### src/logic/rx_pcs_pkg.sv
/* Shared constants and types for the four-lane 10GBASE-R receive core.
   Modules refer to these by scoped name. */
`default_nettype none

package rx_pcs_pkg;

    // Lane geometry
    localparam int NUM_LANES = 4;
    localparam int BLOCK_W   = 64;
    localparam int HDR_W     = 2;
    localparam int CTRL_W    = 8;

    // Self-synchronous descrambler x^58 + x^39 + 1
    localparam int SCR_DELAY = 58;
    localparam int SCR_TAP   = 39;

    localparam int ERR_CNT_W = 8;

    // Sync header codes
    localparam logic [HDR_W-1:0] HDR_DATA = 2'b01;
    localparam logic [HDR_W-1:0] HDR_CTRL = 2'b10;

    // Block type field values
    localparam logic [7:0] BT_IDLE  = 8'h1E;
    localparam logic [7:0] BT_START = 8'h78;

    // Terminate codes, entry k is Tk
    localparam logic [CTRL_W-1:0][7:0] BT_TERM = {
        8'hFF, 8'hE1, 8'hD2, 8'hCC, 8'hB4, 8'hAA, 8'h99, 8'h87
    };

    // XGMII control characters
    localparam logic [7:0] XG_IDLE  = 8'h07;
    localparam logic [7:0] XG_START = 8'hFB;
    localparam logic [7:0] XG_TERM  = 8'hFD;
    localparam logic [7:0] XG_ERROR = 8'hFE;

    // One decoded lane
    typedef struct packed {
        logic [BLOCK_W-1:0] data;
        logic [CTRL_W-1:0]  ctrl;
        logic               err;
        logic               term;
    } lane_dec_t;

endpackage

`default_nettype wire

### src/logic/lane_block_capture.sv
/* Input register for one word of 66-bit blocks.
   Flags lanes whose sync header is 00 or 11. */
`timescale 1ns/1ps
`default_nettype none

module lane_block_capture #(
    parameter int num_lanes = 4
) (
    input  wire logic                                          rx_clk_161_13,
    input  wire logic                                          async_reset_n,
    input  wire logic                                          block_valid_i,
    input  wire logic [num_lanes-1:0][rx_pcs_pkg::HDR_W-1:0]   rx_header_i,
    input  wire logic [num_lanes-1:0][rx_pcs_pkg::BLOCK_W-1:0] rx_data_i,
    output logic                                               cap_valid_o,
    output logic [num_lanes-1:0][rx_pcs_pkg::HDR_W-1:0]        cap_header_o,
    output logic [num_lanes-1:0][rx_pcs_pkg::BLOCK_W-1:0]      cap_data_o,
    output logic [num_lanes-1:0]                               cap_bad_hdr_o
);

    logic [num_lanes-1:0] bad_hdr;

    // Both header bits equal means no valid sync
    always_comb begin
        for (int l = 0; l < num_lanes; l++) begin
            bad_hdr[l] = (rx_header_i[l][0] == rx_header_i[l][1]);
        end
    end

    //////////////////////////////////////////////////
    // Valid strobe
    //////////////////////////////////////////////////
    always_ff @(posedge rx_clk_161_13) begin
        if (!async_reset_n) begin
            cap_valid_o <= 1'b0;
        end else begin
            cap_valid_o <= block_valid_i;
        end
    end

    //////////////////////////////////////////////////
    // Payload, loaded on valid words only
    //////////////////////////////////////////////////
    always_ff @(posedge rx_clk_161_13) begin
        if (block_valid_i) begin
            cap_header_o  <= rx_header_i;
            cap_data_o    <= rx_data_i;
            cap_bad_hdr_o <= bad_hdr;
        end
    end

endmodule

`default_nettype wire

### src/logic/parallel_descrambler.sv
/* Four-lane parallel x^58 + x^39 + 1 descrambler.
   Each lane takes its history from the lane below; lane 0 uses the held
   lane 3 payload of the last valid word. */
`timescale 1ns/1ps
`default_nettype none

module parallel_descrambler #(
    parameter int num_lanes = 4
) (
    input  wire logic                                          rx_clk_161_13,
    input  wire logic                                          async_reset_n,
    input  wire logic                                          cap_valid_i,
    input  wire logic [num_lanes-1:0][rx_pcs_pkg::HDR_W-1:0]   cap_header_i,
    input  wire logic [num_lanes-1:0][rx_pcs_pkg::BLOCK_W-1:0] cap_data_i,
    input  wire logic [num_lanes-1:0]                          cap_bad_hdr_i,
    input  wire logic                                          bypass_i,
    output logic                                               dsc_valid_o,
    output logic [num_lanes-1:0][rx_pcs_pkg::HDR_W-1:0]        dsc_header_o,
    output logic [num_lanes-1:0][rx_pcs_pkg::BLOCK_W-1:0]      dsc_data_o,
    output logic [num_lanes-1:0]                               dsc_bad_hdr_o
);

    localparam int bw     = rx_pcs_pkg::BLOCK_W;
    // Low ends of the two tap windows in {current, previous}
    localparam int tap_lo = bw - rx_pcs_pkg::SCR_TAP;
    localparam int dly_lo = bw - rx_pcs_pkg::SCR_DELAY;

    logic [bw-1:0]                 hist;
    logic [num_lanes-1:0][bw-1:0]  prev_data;
    logic [num_lanes-1:0][bw-1:0]  descr;

    //////////////////////////////////////////////////
    // Per-lane descramble
    //////////////////////////////////////////////////
    for (genvar l = 0; l < num_lanes; l++) begin : g_lane
        logic [2*bw-1:0] ext;

        if (l == 0) begin : g_first
            assign prev_data[l] = hist;
        end else begin : g_chain
            assign prev_data[l] = cap_data_i[l-1];
        end

        // Scrambled stream, older bits at the bottom
        assign ext = {cap_data_i[l], prev_data[l]};

        assign descr[l] = cap_data_i[l] ^ ext[tap_lo +: bw] ^ ext[dly_lo +: bw];
    end

    //////////////////////////////////////////////////
    // Control state
    //////////////////////////////////////////////////
    always_ff @(posedge rx_clk_161_13) begin
        if (!async_reset_n) begin
            dsc_valid_o <= 1'b0;
            hist        <= '0;
        end else begin
            dsc_valid_o <= cap_valid_i;
            // History moves even in bypass
            if (cap_valid_i) begin
                hist <= cap_data_i[num_lanes-1];
            end
        end
    end

    // Output payload
    always_ff @(posedge rx_clk_161_13) begin
        if (cap_valid_i) begin
            dsc_header_o  <= cap_header_i;
            dsc_bad_hdr_o <= cap_bad_hdr_i;
            dsc_data_o    <= bypass_i ? cap_data_i : descr;
        end
    end

endmodule

`default_nettype wire

### src/logic/block_decoder.sv
/* Combinational 66b to XGMII decoder for a single lane.
   Gives 8 data bytes, 8 control bits and error / terminate flags. */
`timescale 1ns/1ps
`default_nettype none

module block_decoder (
    input  wire logic [rx_pcs_pkg::HDR_W-1:0]   header_i,
    input  wire logic [rx_pcs_pkg::BLOCK_W-1:0] data_i,
    input  wire logic                           bad_hdr_i,
    output rx_pcs_pkg::lane_dec_t               lane_o
);

    localparam int bw = rx_pcs_pkg::BLOCK_W;
    localparam int cw = rx_pcs_pkg::CTRL_W;

    logic [7:0]          block_type;
    logic [bw-1:0]       term_payload;
    logic                is_term;
    logic [2:0]          term_pos;

    // Type byte goes out first
    assign block_type = data_i[7:0];

    // Payload bytes after the type field, moved down to byte 0
    assign term_payload = {8'h00, data_i[bw-1:8]};

    //////////////////////////////////////////////////
    // Terminate code lookup
    //////////////////////////////////////////////////
    always_comb begin
        is_term  = 1'b0;
        term_pos = '0;
        for (int k = 0; k < cw; k++) begin
            if (block_type == rx_pcs_pkg::BT_TERM[k]) begin
                is_term  = 1'b1;
                term_pos = 3'(k);
            end
        end
    end

    //////////////////////////////////////////////////
    // Decode
    //////////////////////////////////////////////////
    always_comb begin
        // Error block unless a rule below matches
        lane_o.data = {cw{rx_pcs_pkg::XG_ERROR}};
        lane_o.ctrl = '1;
        lane_o.err  = 1'b1;
        lane_o.term = 1'b0;

        if (!bad_hdr_i && header_i == rx_pcs_pkg::HDR_DATA) begin
            lane_o.data = data_i;
            lane_o.ctrl = '0;
            lane_o.err  = 1'b0;
        end else if (!bad_hdr_i) begin
            // Only the control header remains
            if (block_type == rx_pcs_pkg::BT_IDLE) begin
                lane_o.data = {cw{rx_pcs_pkg::XG_IDLE}};
                lane_o.ctrl = '1;
                lane_o.err  = 1'b0;
            end else if (block_type == rx_pcs_pkg::BT_START) begin
                lane_o.data = {data_i[bw-1:8], rx_pcs_pkg::XG_START};
                lane_o.ctrl = 8'h01;
                lane_o.err  = 1'b0;
            end else if (is_term) begin
                lane_o.err  = 1'b0;
                lane_o.term = 1'b1;
                // Tk: k data bytes, terminate, then idle fill
                for (int j = 0; j < cw; j++) begin
                    if (j < int'(term_pos)) begin
                        lane_o.data[8*j +: 8] = term_payload[8*j +: 8];
                        lane_o.ctrl[j]        = 1'b0;
                    end else if (j == int'(term_pos)) begin
                        lane_o.data[8*j +: 8] = rx_pcs_pkg::XG_TERM;
                        lane_o.ctrl[j]        = 1'b1;
                    end else begin
                        lane_o.data[8*j +: 8] = rx_pcs_pkg::XG_IDLE;
                        lane_o.ctrl[j]        = 1'b1;
                    end
                end
            end
        end
    end

endmodule

`default_nettype wire

### src/logic/xgmii_word_assembler.sv
/* Output stage of the receive core. Applies the terminate chain across lanes,
   registers the XGMII word and keeps the saturating errored-block count. */
`timescale 1ns/1ps
`default_nettype none

module xgmii_word_assembler #(
    parameter int num_lanes = 4
) (
    input  wire logic                                        rx_clk_161_13,
    input  wire logic                                        async_reset_n,
    input  wire logic                                        dsc_valid_i,
    input  wire rx_pcs_pkg::lane_dec_t [num_lanes-1:0]       lanes_i,
    input  wire logic                                        clear_errblk_i,
    output logic [num_lanes-1:0][rx_pcs_pkg::BLOCK_W-1:0]    xgmii_rxd_o,
    output logic [num_lanes-1:0][rx_pcs_pkg::CTRL_W-1:0]     xgmii_rxc_o,
    output logic                                             xgmii_valid_o,
    output logic [rx_pcs_pkg::ERR_CNT_W-1:0]                 errd_blks_o
);

    localparam int bw     = rx_pcs_pkg::BLOCK_W;
    localparam int cw     = rx_pcs_pkg::CTRL_W;
    localparam int errs_w = $clog2(num_lanes + 1);
    localparam int sum_w  = rx_pcs_pkg::ERR_CNT_W + 1;

    logic [num_lanes-1:0][bw-1:0] word_rxd;
    logic [num_lanes-1:0][cw-1:0] word_rxc;
    logic [num_lanes-1:0]         lane_err;
    logic                         term_seen;
    logic [errs_w-1:0]            word_errs;
    logic [sum_w-1:0]             cnt_sum;

    //////////////////////////////////////////////////
    // Terminate chain and error tally
    //////////////////////////////////////////////////
    always_comb begin
        term_seen = 1'b0;
        word_errs = '0;
        for (int l = 0; l < num_lanes; l++) begin
            // Data after a lower-lane terminate is an error
            lane_err[l] = lanes_i[l].err || (term_seen && lanes_i[l].ctrl == '0);
            if (lane_err[l]) begin
                word_rxd[l] = {cw{rx_pcs_pkg::XG_ERROR}};
                word_rxc[l] = '1;
            end else begin
                word_rxd[l] = lanes_i[l].data;
                word_rxc[l] = lanes_i[l].ctrl;
            end
            word_errs = word_errs + errs_w'(lane_err[l]);
            term_seen = term_seen | lanes_i[l].term;
        end
    end

    assign cnt_sum = sum_w'(errd_blks_o) + sum_w'(word_errs);

    //////////////////////////////////////////////////
    // Output word
    //////////////////////////////////////////////////
    always_ff @(posedge rx_clk_161_13) begin
        if (!async_reset_n) begin
            xgmii_valid_o <= 1'b0;
            xgmii_rxd_o   <= {(num_lanes * cw){rx_pcs_pkg::XG_IDLE}};
            xgmii_rxc_o   <= '1;
        end else begin
            xgmii_valid_o <= dsc_valid_i;
            if (dsc_valid_i) begin
                xgmii_rxd_o <= word_rxd;
                xgmii_rxc_o <= word_rxc;
            end
        end
    end

    // Errored-block counter, clear wins
    always_ff @(posedge rx_clk_161_13) begin
        if (!async_reset_n) begin
            errd_blks_o <= '0;
        end else if (clear_errblk_i) begin
            errd_blks_o <= '0;
        end else if (dsc_valid_i) begin
            if (cnt_sum[sum_w-1]) begin
                errd_blks_o <= '1;
            end else begin
                errd_blks_o <= cnt_sum[sum_w-2:0];
            end
        end
    end

endmodule

`default_nettype wire

### src/logic/rx_pcs_top.sv
/* Top level of the four-lane 10GBASE-R receive path.
   Capture, descramble, decode and assemble, three cycles from input to XGMII. */
`timescale 1ns/1ps
`default_nettype none

module rx_pcs_top #(
    parameter int num_lanes = rx_pcs_pkg::NUM_LANES
) (
    input  wire logic                                          rx_clk_161_13,
    input  wire logic                                          async_reset_n,
    input  wire logic                                          block_valid_i,
    input  wire logic [num_lanes-1:0][rx_pcs_pkg::HDR_W-1:0]   rx_header_i,
    input  wire logic [num_lanes-1:0][rx_pcs_pkg::BLOCK_W-1:0] rx_data_i,
    input  wire logic                                          bypass_descram_i,
    input  wire logic                                          clear_errblk_i,
    output logic [num_lanes-1:0][rx_pcs_pkg::BLOCK_W-1:0]      xgmii_rxd_o,
    output logic [num_lanes-1:0][rx_pcs_pkg::CTRL_W-1:0]       xgmii_rxc_o,
    output logic                                               xgmii_valid_o,
    output logic [rx_pcs_pkg::ERR_CNT_W-1:0]                   errd_blks_o
);

    logic                                          cap_valid;
    logic [num_lanes-1:0][rx_pcs_pkg::HDR_W-1:0]   cap_header;
    logic [num_lanes-1:0][rx_pcs_pkg::BLOCK_W-1:0] cap_data;
    logic [num_lanes-1:0]                          cap_bad_hdr;

    logic                                          dsc_valid;
    logic [num_lanes-1:0][rx_pcs_pkg::HDR_W-1:0]   dsc_header;
    logic [num_lanes-1:0][rx_pcs_pkg::BLOCK_W-1:0] dsc_data;
    logic [num_lanes-1:0]                          dsc_bad_hdr;

    rx_pcs_pkg::lane_dec_t [num_lanes-1:0]         dec_lanes;

    lane_block_capture #(.num_lanes(num_lanes)) u_capture (
        .rx_clk_161_13 (rx_clk_161_13),
        .async_reset_n (async_reset_n),
        .block_valid_i (block_valid_i),
        .rx_header_i   (rx_header_i),
        .rx_data_i     (rx_data_i),
        .cap_valid_o   (cap_valid),
        .cap_header_o  (cap_header),
        .cap_data_o    (cap_data),
        .cap_bad_hdr_o (cap_bad_hdr)
    );

    parallel_descrambler #(.num_lanes(num_lanes)) u_descram (
        .rx_clk_161_13 (rx_clk_161_13),
        .async_reset_n (async_reset_n),
        .cap_valid_i   (cap_valid),
        .cap_header_i  (cap_header),
        .cap_data_i    (cap_data),
        .cap_bad_hdr_i (cap_bad_hdr),
        .bypass_i      (bypass_descram_i),
        .dsc_valid_o   (dsc_valid),
        .dsc_header_o  (dsc_header),
        .dsc_data_o    (dsc_data),
        .dsc_bad_hdr_o (dsc_bad_hdr)
    );

    // One decoder per lane, no added cycle
    for (genvar l = 0; l < num_lanes; l++) begin : g_dec
        block_decoder u_dec (
            .header_i  (dsc_header[l]),
            .data_i    (dsc_data[l]),
            .bad_hdr_i (dsc_bad_hdr[l]),
            .lane_o    (dec_lanes[l])
        );
    end

    xgmii_word_assembler #(.num_lanes(num_lanes)) u_assembler (
        .rx_clk_161_13  (rx_clk_161_13),
        .async_reset_n  (async_reset_n),
        .dsc_valid_i    (dsc_valid),
        .lanes_i        (dec_lanes),
        .clear_errblk_i (clear_errblk_i),
        .xgmii_rxd_o    (xgmii_rxd_o),
        .xgmii_rxc_o    (xgmii_rxc_o),
        .xgmii_valid_o  (xgmii_valid_o),
        .errd_blks_o    (errd_blks_o)
    );

endmodule

`default_nettype wire

### config.mk
export PLATFORM = sky130hd
export DESIGN_NAME = rx_pcs_top
export DESIGN_NICKNAME = d
export VERILOG_FILES = /design/src/logic/rx_pcs_pkg.sv /design/src/logic/lane_block_capture.sv /design/src/logic/parallel_descrambler.sv /design/src/logic/block_decoder.sv /design/src/logic/xgmii_word_assembler.sv /design/src/logic/rx_pcs_top.sv
export SDC_FILE = /design/constraint.sdc
export NUM_CORES = 2
export LEC_CHECK = 0
export BUFFER_PORTS_ARGS = -buffer_cell sky130_fd_sc_hd__buf_2
export CORE_ASPECT_RATIO = 1.4
export CORE_MARGIN = 5
export CORE_UTILIZATION = 50
export DETAILED_ROUTE_END_ITERATION = 12
export PLACE_DENSITY_LB_ADDON = 0.2
export SYNTH_ARGS = -nofsm -noshare
export SYNTH_HDL_FRONTEND = slang
export SYNTH_SLANG_ARGS = --single-unit
### constraint.sdc
create_clock -name rx_clk_161_13 -period 12.3 [get_ports rx_clk_161_13]
set_clock_uncertainty 0.2 [all_clocks]
set_input_delay 2.46 -clock rx_clk_161_13 [delete_from_list [all_inputs] [get_ports rx_clk_161_13]]
set_output_delay 2.46 -clock rx_clk_161_13 [all_outputs]
set_load 0.05 [all_outputs]
Word-level counts from Yosys, hierarchy flattened
Index checks and enable logic that the tools add are counted.
Word-level totals
  logic and storage cells: 361
  output and inout port bits: 297
  bits in registers: 899
  input port bits: 269
Operators by class
  multiplexer cells: 189
  bitwise gates (word level): 11
  equal/unequal tests: 76
  reductions and logical operators: 22
  add/subtract/negate cells: 4
  order comparisons: 28
Operators by type and width (number)
  73-bit 2-to-1 mux: 12
  74-bit 2-to-1 mux: 8
  8-bit 2-to-1 mux: 65
  64-bit bitwise XOR: 8
  8-bit equality test (second input constant): 32
  256-bit 2-to-1 mux: 1
  64-bit 2-to-1 mux: 4
  1-bit 2-to-1 mux: 75
  3-bit equality test (first input constant): 16
  3-bit 2-to-1 mux: 16
  3-bit less-than comparator (first input constant): 12
  8-bit by 5-bit equality test with 1-bit output (second input constant): 4
  8-bit by 7-bit equality test with 1-bit output (second input constant): 4
  2-bit by 3-bit equality test with 1-bit output (first input constant): 8
  8-bit logical NOT: 3
  1-bit by 3-bit less-than comparator with 1-bit output (first input constant): 8
  2-bit by 3-bit less-than comparator with 1-bit output (first input constant): 8
  2-bit 2-to-1 mux: 8
  1-bit by 3-bit equality test with 1-bit output (first input constant): 4
  3-bit logical NOT: 4
  8-bit by 3-bit adder with 9-bit output: 1
  2-bit by 1-bit equality test with 1-bit output (second input constant): 4
  1-bit logical AND: 7
  3-bit by 1-bit adder with 3-bit output: 2
  7 further kinds: 16

Longest topological paths before layout
  depth after elaboration: 24
  mapped depth: 22
  gate-level depth less buffers: 19

Modules after synthesis
Synthesis repeated with hierarchy kept, for this count alone.
Unflattened totals
  cells, all modules: 3718
  area total of the unflattened synthesis: 42630.9 µm²
By module, submodules not included
  parallel_descrambler: instances 1, area each 16021.6 µm², cells each 1253, seq. area each 9228.9 µm²
  xgmii_word_assembler: instances 1, area each 10227.3 µm², cells each 839, seq. area each 5945.7 µm²
  block_decoder: instances 4, area each 2068.2 µm², cells each 338, seq. area each 0.0 µm²
  lane_block_capture: instances 1, area each 8109.0 µm², cells each 274, seq. area each 8067.7 µm²

Worst setup path before layout
No wires, ideal clock.
  path type: flip-flop to flip-flop
  from: register u_capture.cap_valid_o
  to: register u_descram.hist[54]
  library setup time: 0.128 ns
  setup slack: 4.262 ns
  data arrival time: 7.711 ns
  buffers on the path: 3
  cell stages (with the launch flop): 6
  period minus slack after synthesis: 8.038 ns
  required time: 11.972 ns
  cell sequence: dfxtp_1 clkbuf_1 buf_1 clkbuf_1 mux2i_1 nor2_1
RTL lines
  start, declared: RTL line lane_block_capture.sv:14  | output logic cap_valid_o,
  start signal, assigned: RTL line lane_block_capture.sv:36  | cap_valid_o <= block_valid_i;
  end signal, assigned: RTL line parallel_descrambler.sv:61  | hist <= cap_data_i[num_lanes-1];
  end, declared: RTL line parallel_descrambler.sv:28  | logic [bw-1:0] hist;

Worst setup path in the final report
  from: register u_descram.dsc_data_o[1] (netlist name)
  to: register u_assembler.errd_blks_o[0] (netlist name)
On the way
  cells in the longest elaborated chain, start to end: 21
  elaborated cells on any way between the ends: 39
  classes of those cells: 4 x add/sub; 10 x eq/ne; 17 x mux; 2 x bitwise; 6 x reduce/logical
Ends and longest elaborated chain
  start, declared: RTL line parallel_descrambler.sv:19  | output logic [num_lanes-1:0][rx_pcs_pkg::BLOCK_W-1:0] dsc_data_o,
  start signal, assigned: RTL line parallel_descrambler.sv:71  | dsc_data_o <= bypass_i ? cap_data_i : descr;
  8-bit equality test: RTL line block_decoder.sv:34  | if (block_type == rx_pcs_pkg::BT_TERM[k]) begin
  1-bit 2-to-1 mux (8 in series): RTL line block_decoder.sv:34
  74-bit 2-to-1 mux: RTL line block_decoder.sv:65  | end else if (is_term) begin
  1-bit 2-to-1 mux: RTL line block_decoder.sv:61  | end else if (block_type == rx_pcs_pkg::BT_START) begin
  1-bit 2-to-1 mux: RTL line block_decoder.sv:57  | if (block_type == rx_pcs_pkg::BT_IDLE) begin
  74-bit 2-to-1 mux (*): RTL line block_decoder.sv:55  | end else if (!bad_hdr_i) begin
  1-bit 2-to-1 mux: RTL line block_decoder.sv:51  | if (!bad_hdr_i && header_i == rx_pcs_pkg::HDR_DATA) begin
  1-bit logical AND or 1-bit OR (tied branches): RTL line xgmii_word_assembler.sv:40, xgmii_word_assembler.sv:49
  1-bit logical OR (tied with other cells): RTL line xgmii_word_assembler.sv:40  | lane_err[l] = lanes_i[l].err || (term_seen && lanes_i[l].ctrl == '0);
  1-bit by 1-bit adder with 2-bit output (tied with other cells): RTL line xgmii_word_assembler.sv:48  | word_errs = word_errs + errs_w'(lane_err[l]);
  3-bit by 1-bit adder with 3-bit output or 1-bit logical OR (tied branches): RTL line xgmii_word_assembler.sv:48, xgmii_word_assembler.sv:40
  3-bit by 1-bit adder with 3-bit output (*): RTL line xgmii_word_assembler.sv:48
  8-bit by 3-bit adder with 9-bit output (*): RTL line xgmii_word_assembler.sv:53  | assign cnt_sum = sum_w'(errd_blks_o) + sum_w'(word_errs);
  8-bit 2-to-1 mux (*): RTL line xgmii_word_assembler.sv:79  | if (cnt_sum[sum_w-1]) begin
  end signal, assigned: RTL line xgmii_word_assembler.sv:82  | errd_blks_o <= cnt_sum[sum_w-2:0];
  end, declared: RTL line xgmii_word_assembler.sv:17  | output logic [rx_pcs_pkg::ERR_CNT_W-1:0] errd_blks_o
Mark *: on every way between the ends. The rest lies on a longest branch, timed or not.
A chain may end at the register's enable or synchronous reset.

==> summary.md <==
| Metric | Value |
|---|---|
| Outcome | finished, final reports clean |
| CP Data Required Time | 12.68 ns |
| Core area | 0.0791 mm2 |
| Sw power | 2070 uW |
| First-pass GRT wire length | 220000 um |
| Post-DP HPWL | 123000 um |
| Initial antenna violation count | 0 |
| Final setup TNS | 0 ns |
| Max frequency | 161 MHz |
| Post-Syn Area per Cell | 11.0 um2 |
| Simple-gate share of the synthesized area | 11.5% |
| Clk_lat worst skew | 0.66 ns |
| Syn Std Cell Area | 0.0398 mm2 |
| Main synth FF type | edfxtp_1 |
| Vias in the first global route | 30301 |
| DRC violations left | 0 |
| Max-cap violation count | 0 |
| Crit path DAT | 6.59 ns |
| WL/cell | 30.4 um |
| Clk slew on worst S/H paths | 0.07 ns |
| Sequential element share of the synthesized area | 58.4% |
| Synth unique cells | 77 |
| CTS Buf Count | 85 |
| Leak pwr | 0.0175 uW |
| Sequential power share | 51.1% |
| Min-delay src | u_capture.cap_header_o[4] |
| H-tree Lvls | 3 |
| Comb pwr share | 12.1% |
| Rel. slew slack | 21.1% |
| Synthesis-to-finish area growth | 16.3% |
| Main combinational cell family by area after synthesis | compound AO/OA/AOI/OAI gates |
| Crit. End Element | flop |
| Hold Worst Slack | 0.223 ns |
| CP Launch Point | u_descram.dsc_data_o[1] |
| Initial Util | 50.4% |
| Pint | 5260 uW |
| Asr flop ratio synth | 0% |
| DRT Pass-1 Iters | 6 |
| Final Net Count | 4374 |
| Height of the die | 344 um |
| IO buf count | 565 |
| Post-synth EDFFs | 536 |
| Sw Ratio | 28.2% |
| Final hold viol count | 0 |
| GR Util All Layers | 35.4% |
| Post-CTS setup buffer count | 0 |
| Area of the die | 0.0855 mm2 |
| Gr ovfl total | 0 |
| Final core occ | 58.6% |
| FP Rows | 122 |
| CTS resizes | 0 |
| Final ANT Viol Nets | 0 |
| Setup violators final | 0 |
| Diode count | 0 |
| Worst vdd ir | 0.144 mV |
| Syn Nets | 3900 |
| Worst-margin pin slew | 1.17 ns |
| Seq cells post-synth | 893 |
| Worst path slowest cell | nand3_1 |
| Period utilization | 50.5% |
| Fill cells | 6924 |
| I/O pin cnt | 566 |
| Worst hold path type | flop to flop |
| RSZ-0062 raised after global routing | no |
| Mux contribution to synthesized area | 1.59% |
| Startpoint Class | flop |
| Worst stage delay on the critical path | 0.78 ns |
| Synth Warn # | 0 |
| WL final | 158000 um |
| Cells after Synth | 3624 |
| RD Place Congestion | 0.977 |
| Layout Cells excl Fill | 5218 |
| Worst r2r src | u_descram.dsc_data_o[1] |
| Clk pwr share | 36.8% |
| TritonCTS clock tree | done |
| DR vias/cell | 6.13 |
| Routed via count | 31979 |
| Max-slew violation count | 0 |
| Pre-CTS WS | 6.21 ns |
| Largest net degree at the start of global routing | 123 |
| Max clock buf depth | 3 |
| Drt initial violations | 4251 |
| Post-synthesis xor/xnor area fraction | 11.4% |
| Crit Path Category | flop to flop |
| Compound-Gate Fraction of Synth Area | 14.5% |
| # clock sinks | 893 |
| Die width | 249 um |
| CTS Hold Bufs | 0 |
| CP cell instances | nor4bb_1 -> o21ai_1 -> nand3_1 -> o21ai_0 -> buf_4 -> and2_4 -> o21ai_2 -> inv_2 -> fa_1 -> inv_1 -> ha_1 -> inv_1 -> fa_1 -> nor2b_1 -> o211a_1 -> nand3_1 -> or2_2 -> a21oi_1 |
| Crit path time final | 6.21 ns |
| Placed insts | 5065 |
| Root Driver | clkbuf_16 |
| Power per Cell Area | 158 mW/mm2 |
| Slack of the critical path | 6.09 ns |
| Fraction of layout cells with a size suffix above 1 | 19.2% |
| Peak fanout along the critical path | 51 |
| Synth Area in Adders | 0.258% |
-- cell type report --
class | instances | area [um2] | area share, %
Multi-Input combinational cell | 2488 | 15700 | 33.9
Sequential cell | 893 | 23200 | 50.2
Clock inverter | 44 | 422 | 0.910
Inverter | 25 | 95.1 | 0.205
Clock buffer | 109 | 2400 | 5.17
Tap cell | 1054 | 1320 | 2.85
Timing Repair Buffer | 605 | 3150 | 6.80
-- metrics by stage --
step	total power, uW	cell area [um2]
floorplan	4230	39800
finish	7330	46300
global placement	4670	43500
global route	7530	46300
CTS	7340	46300
detailed placement	4670	43500
-- registers in the layout (all words and copies together), names as in the netlist --
signal,cells
u_capture.cap_header_o,8
u_descram.dsc_bad_hdr_o,4
u_capture.cap_bad_hdr_o,4
u_capture.cap_valid_o,1
u_descram.hist,58
u_capture.cap_data_o,256
u_assembler.xgmii_rxd_o,256
u_assembler.xgmii_valid_o,1
u_assembler.errd_blks_o,8
u_descram.dsc_header_o,8
u_assembler.xgmii_rxc_o,32
u_descram.dsc_valid_o,1
u_descram.dsc_data_o,256
-- Yosys cell counts (10+ instances only) --
| cell | n | share of area, % |
|---|---|---|
| nor2b_1 | 24 | 0.38 |
| o221a_2 | 25 | 0.71 |
| nand2_1 | 235 | 2.2 |
| o22ai_1 | 21 | 0.33 |
| a21o_1 | 28 | 0.53 |
| nand4_1 | 15 | 0.24 |
| nand2b_1 | 14 | 0.22 |
| dfxtp_1 | 357 | 18 |
| inv_1 | 22 | 0.21 |
| o21ai_0 | 268 | 3.4 |
| xnor2_1 | 262 | 5.8 |
| o21a_1 | 13 | 0.25 |
| a41oi_1 | 13 | 0.29 |
| a211oi_1 | 10 | 0.19 |
| o221ai_1 | 54 | 1.2 |
| and3_1 | 10 | 0.16 |
| a31oi_1 | 113 | 1.8 |
| a21oi_1 | 212 | 2.7 |
| o31ai_1 | 13 | 0.25 |
| nand3_1 | 49 | 0.62 |
| clkbuf_1 | 193 | 1.8 |
| or4_1 | 18 | 0.34 |
| o21bai_1 | 16 | 0.30 |
| buf_2 | 12 | 0.15 |
| o211ai_1 | 43 | 0.81 |
| or3_1 | 15 | 0.24 |
| xor2_1 | 256 | 5.6 |
| and2_1 | 42 | 0.66 |
| edfxtp_1 | 536 | 40 |
| nor2_1 | 469 | 4.4 |
| nor3_1 | 19 | 0.24 |
| nor4bb_1 | 25 | 0.63 |
| a221o_1 | 11 | 0.28 |
| nor4_1 | 15 | 0.24 |
| mux2i_1 | 61 | 1.5 |
-- per-layer routing --
layer	global-route usage [%]	routed length, um	part of all wire [%]	up-vias
met5	0	0	0	-
met4	18.9	9800	6.2	0
met3	4.46	11600	7.3	369
met2	58.8	76100	48	1817
met1	45.8	61000	38	15734
li1	-	-	-	14059
-- power by group through the flow --
| stage | logic, uW | registers (uW) | clock network, uW |
|---|---|---|---|
| final | 889 | 3740 | 2700 |
| after CTS | 883 | 3730 | 2720 |
| after global placement | 870 | 3800 | 0 |
| after floorplan | 468 | 3760 | 0 |
| after global routing | 946 | 3740 | 2840 |
| after detailed placement | 879 | 3790 | 0 |
-- cells by family (layout without fill, tap and decap cells) --
kind of cell	count (synthesis)	after routing
fa+ha+maj	7	7
compound gates	913	913
simple gates	988	988
buf+inv	243	783
flops	893	893
mux	62	62
xor+xnor	518	518
-- layout by cell type, fill, tap and decap left out, types with 25 or more instances in the layout --
cell	synthesis	routed
buf_2	12	562
edfxtp_1	536	536
nor2_1	469	468
dfxtp_1	357	355
o21ai_0	268	268
xnor2_1	262	262
xor2_1	256	256
nand2_1	235	234
a21oi_1	212	212
a31oi_1	113	113
clkbuf_16	0	91
mux2i_1	61	61
o221ai_1	54	54
nand3_1	49	49
o211ai_1	43	43
and2_1	42	42
buf_4	1	41
a21o_1	28	28
nor4bb_1	25	25
o221a_2	25	25
-- path summary, 6_finish.rpt --
| kind | slack [ns] | depth (start not counted) | end |
|---|---|---|---|
| worst min register to register | 0.22 | 0 | u_descram.dsc_header_o[4] |
| worst min-delay path | 0.22 | 0 | u_descram.dsc_header_o[4] |
| worst max register to register | 6.09 | 18 | u_assembler.errd_blks_o[0] |
| worst max-delay path | 6.09 | 18 | u_assembler.errd_blks_o[0] |
-- worst max-delay path: cells and delay by family, from the launching register on --
kind	cells	cell delay (ns)
and+or+nand+nor	6	1.90
AOI/OAI and AO/OA	5	1.18
buffers and inverters	4	1.15
adders and majority gates	3	1.12
DFF	1	0.56
Note: power is estimated with default switching activity, not from simulation.
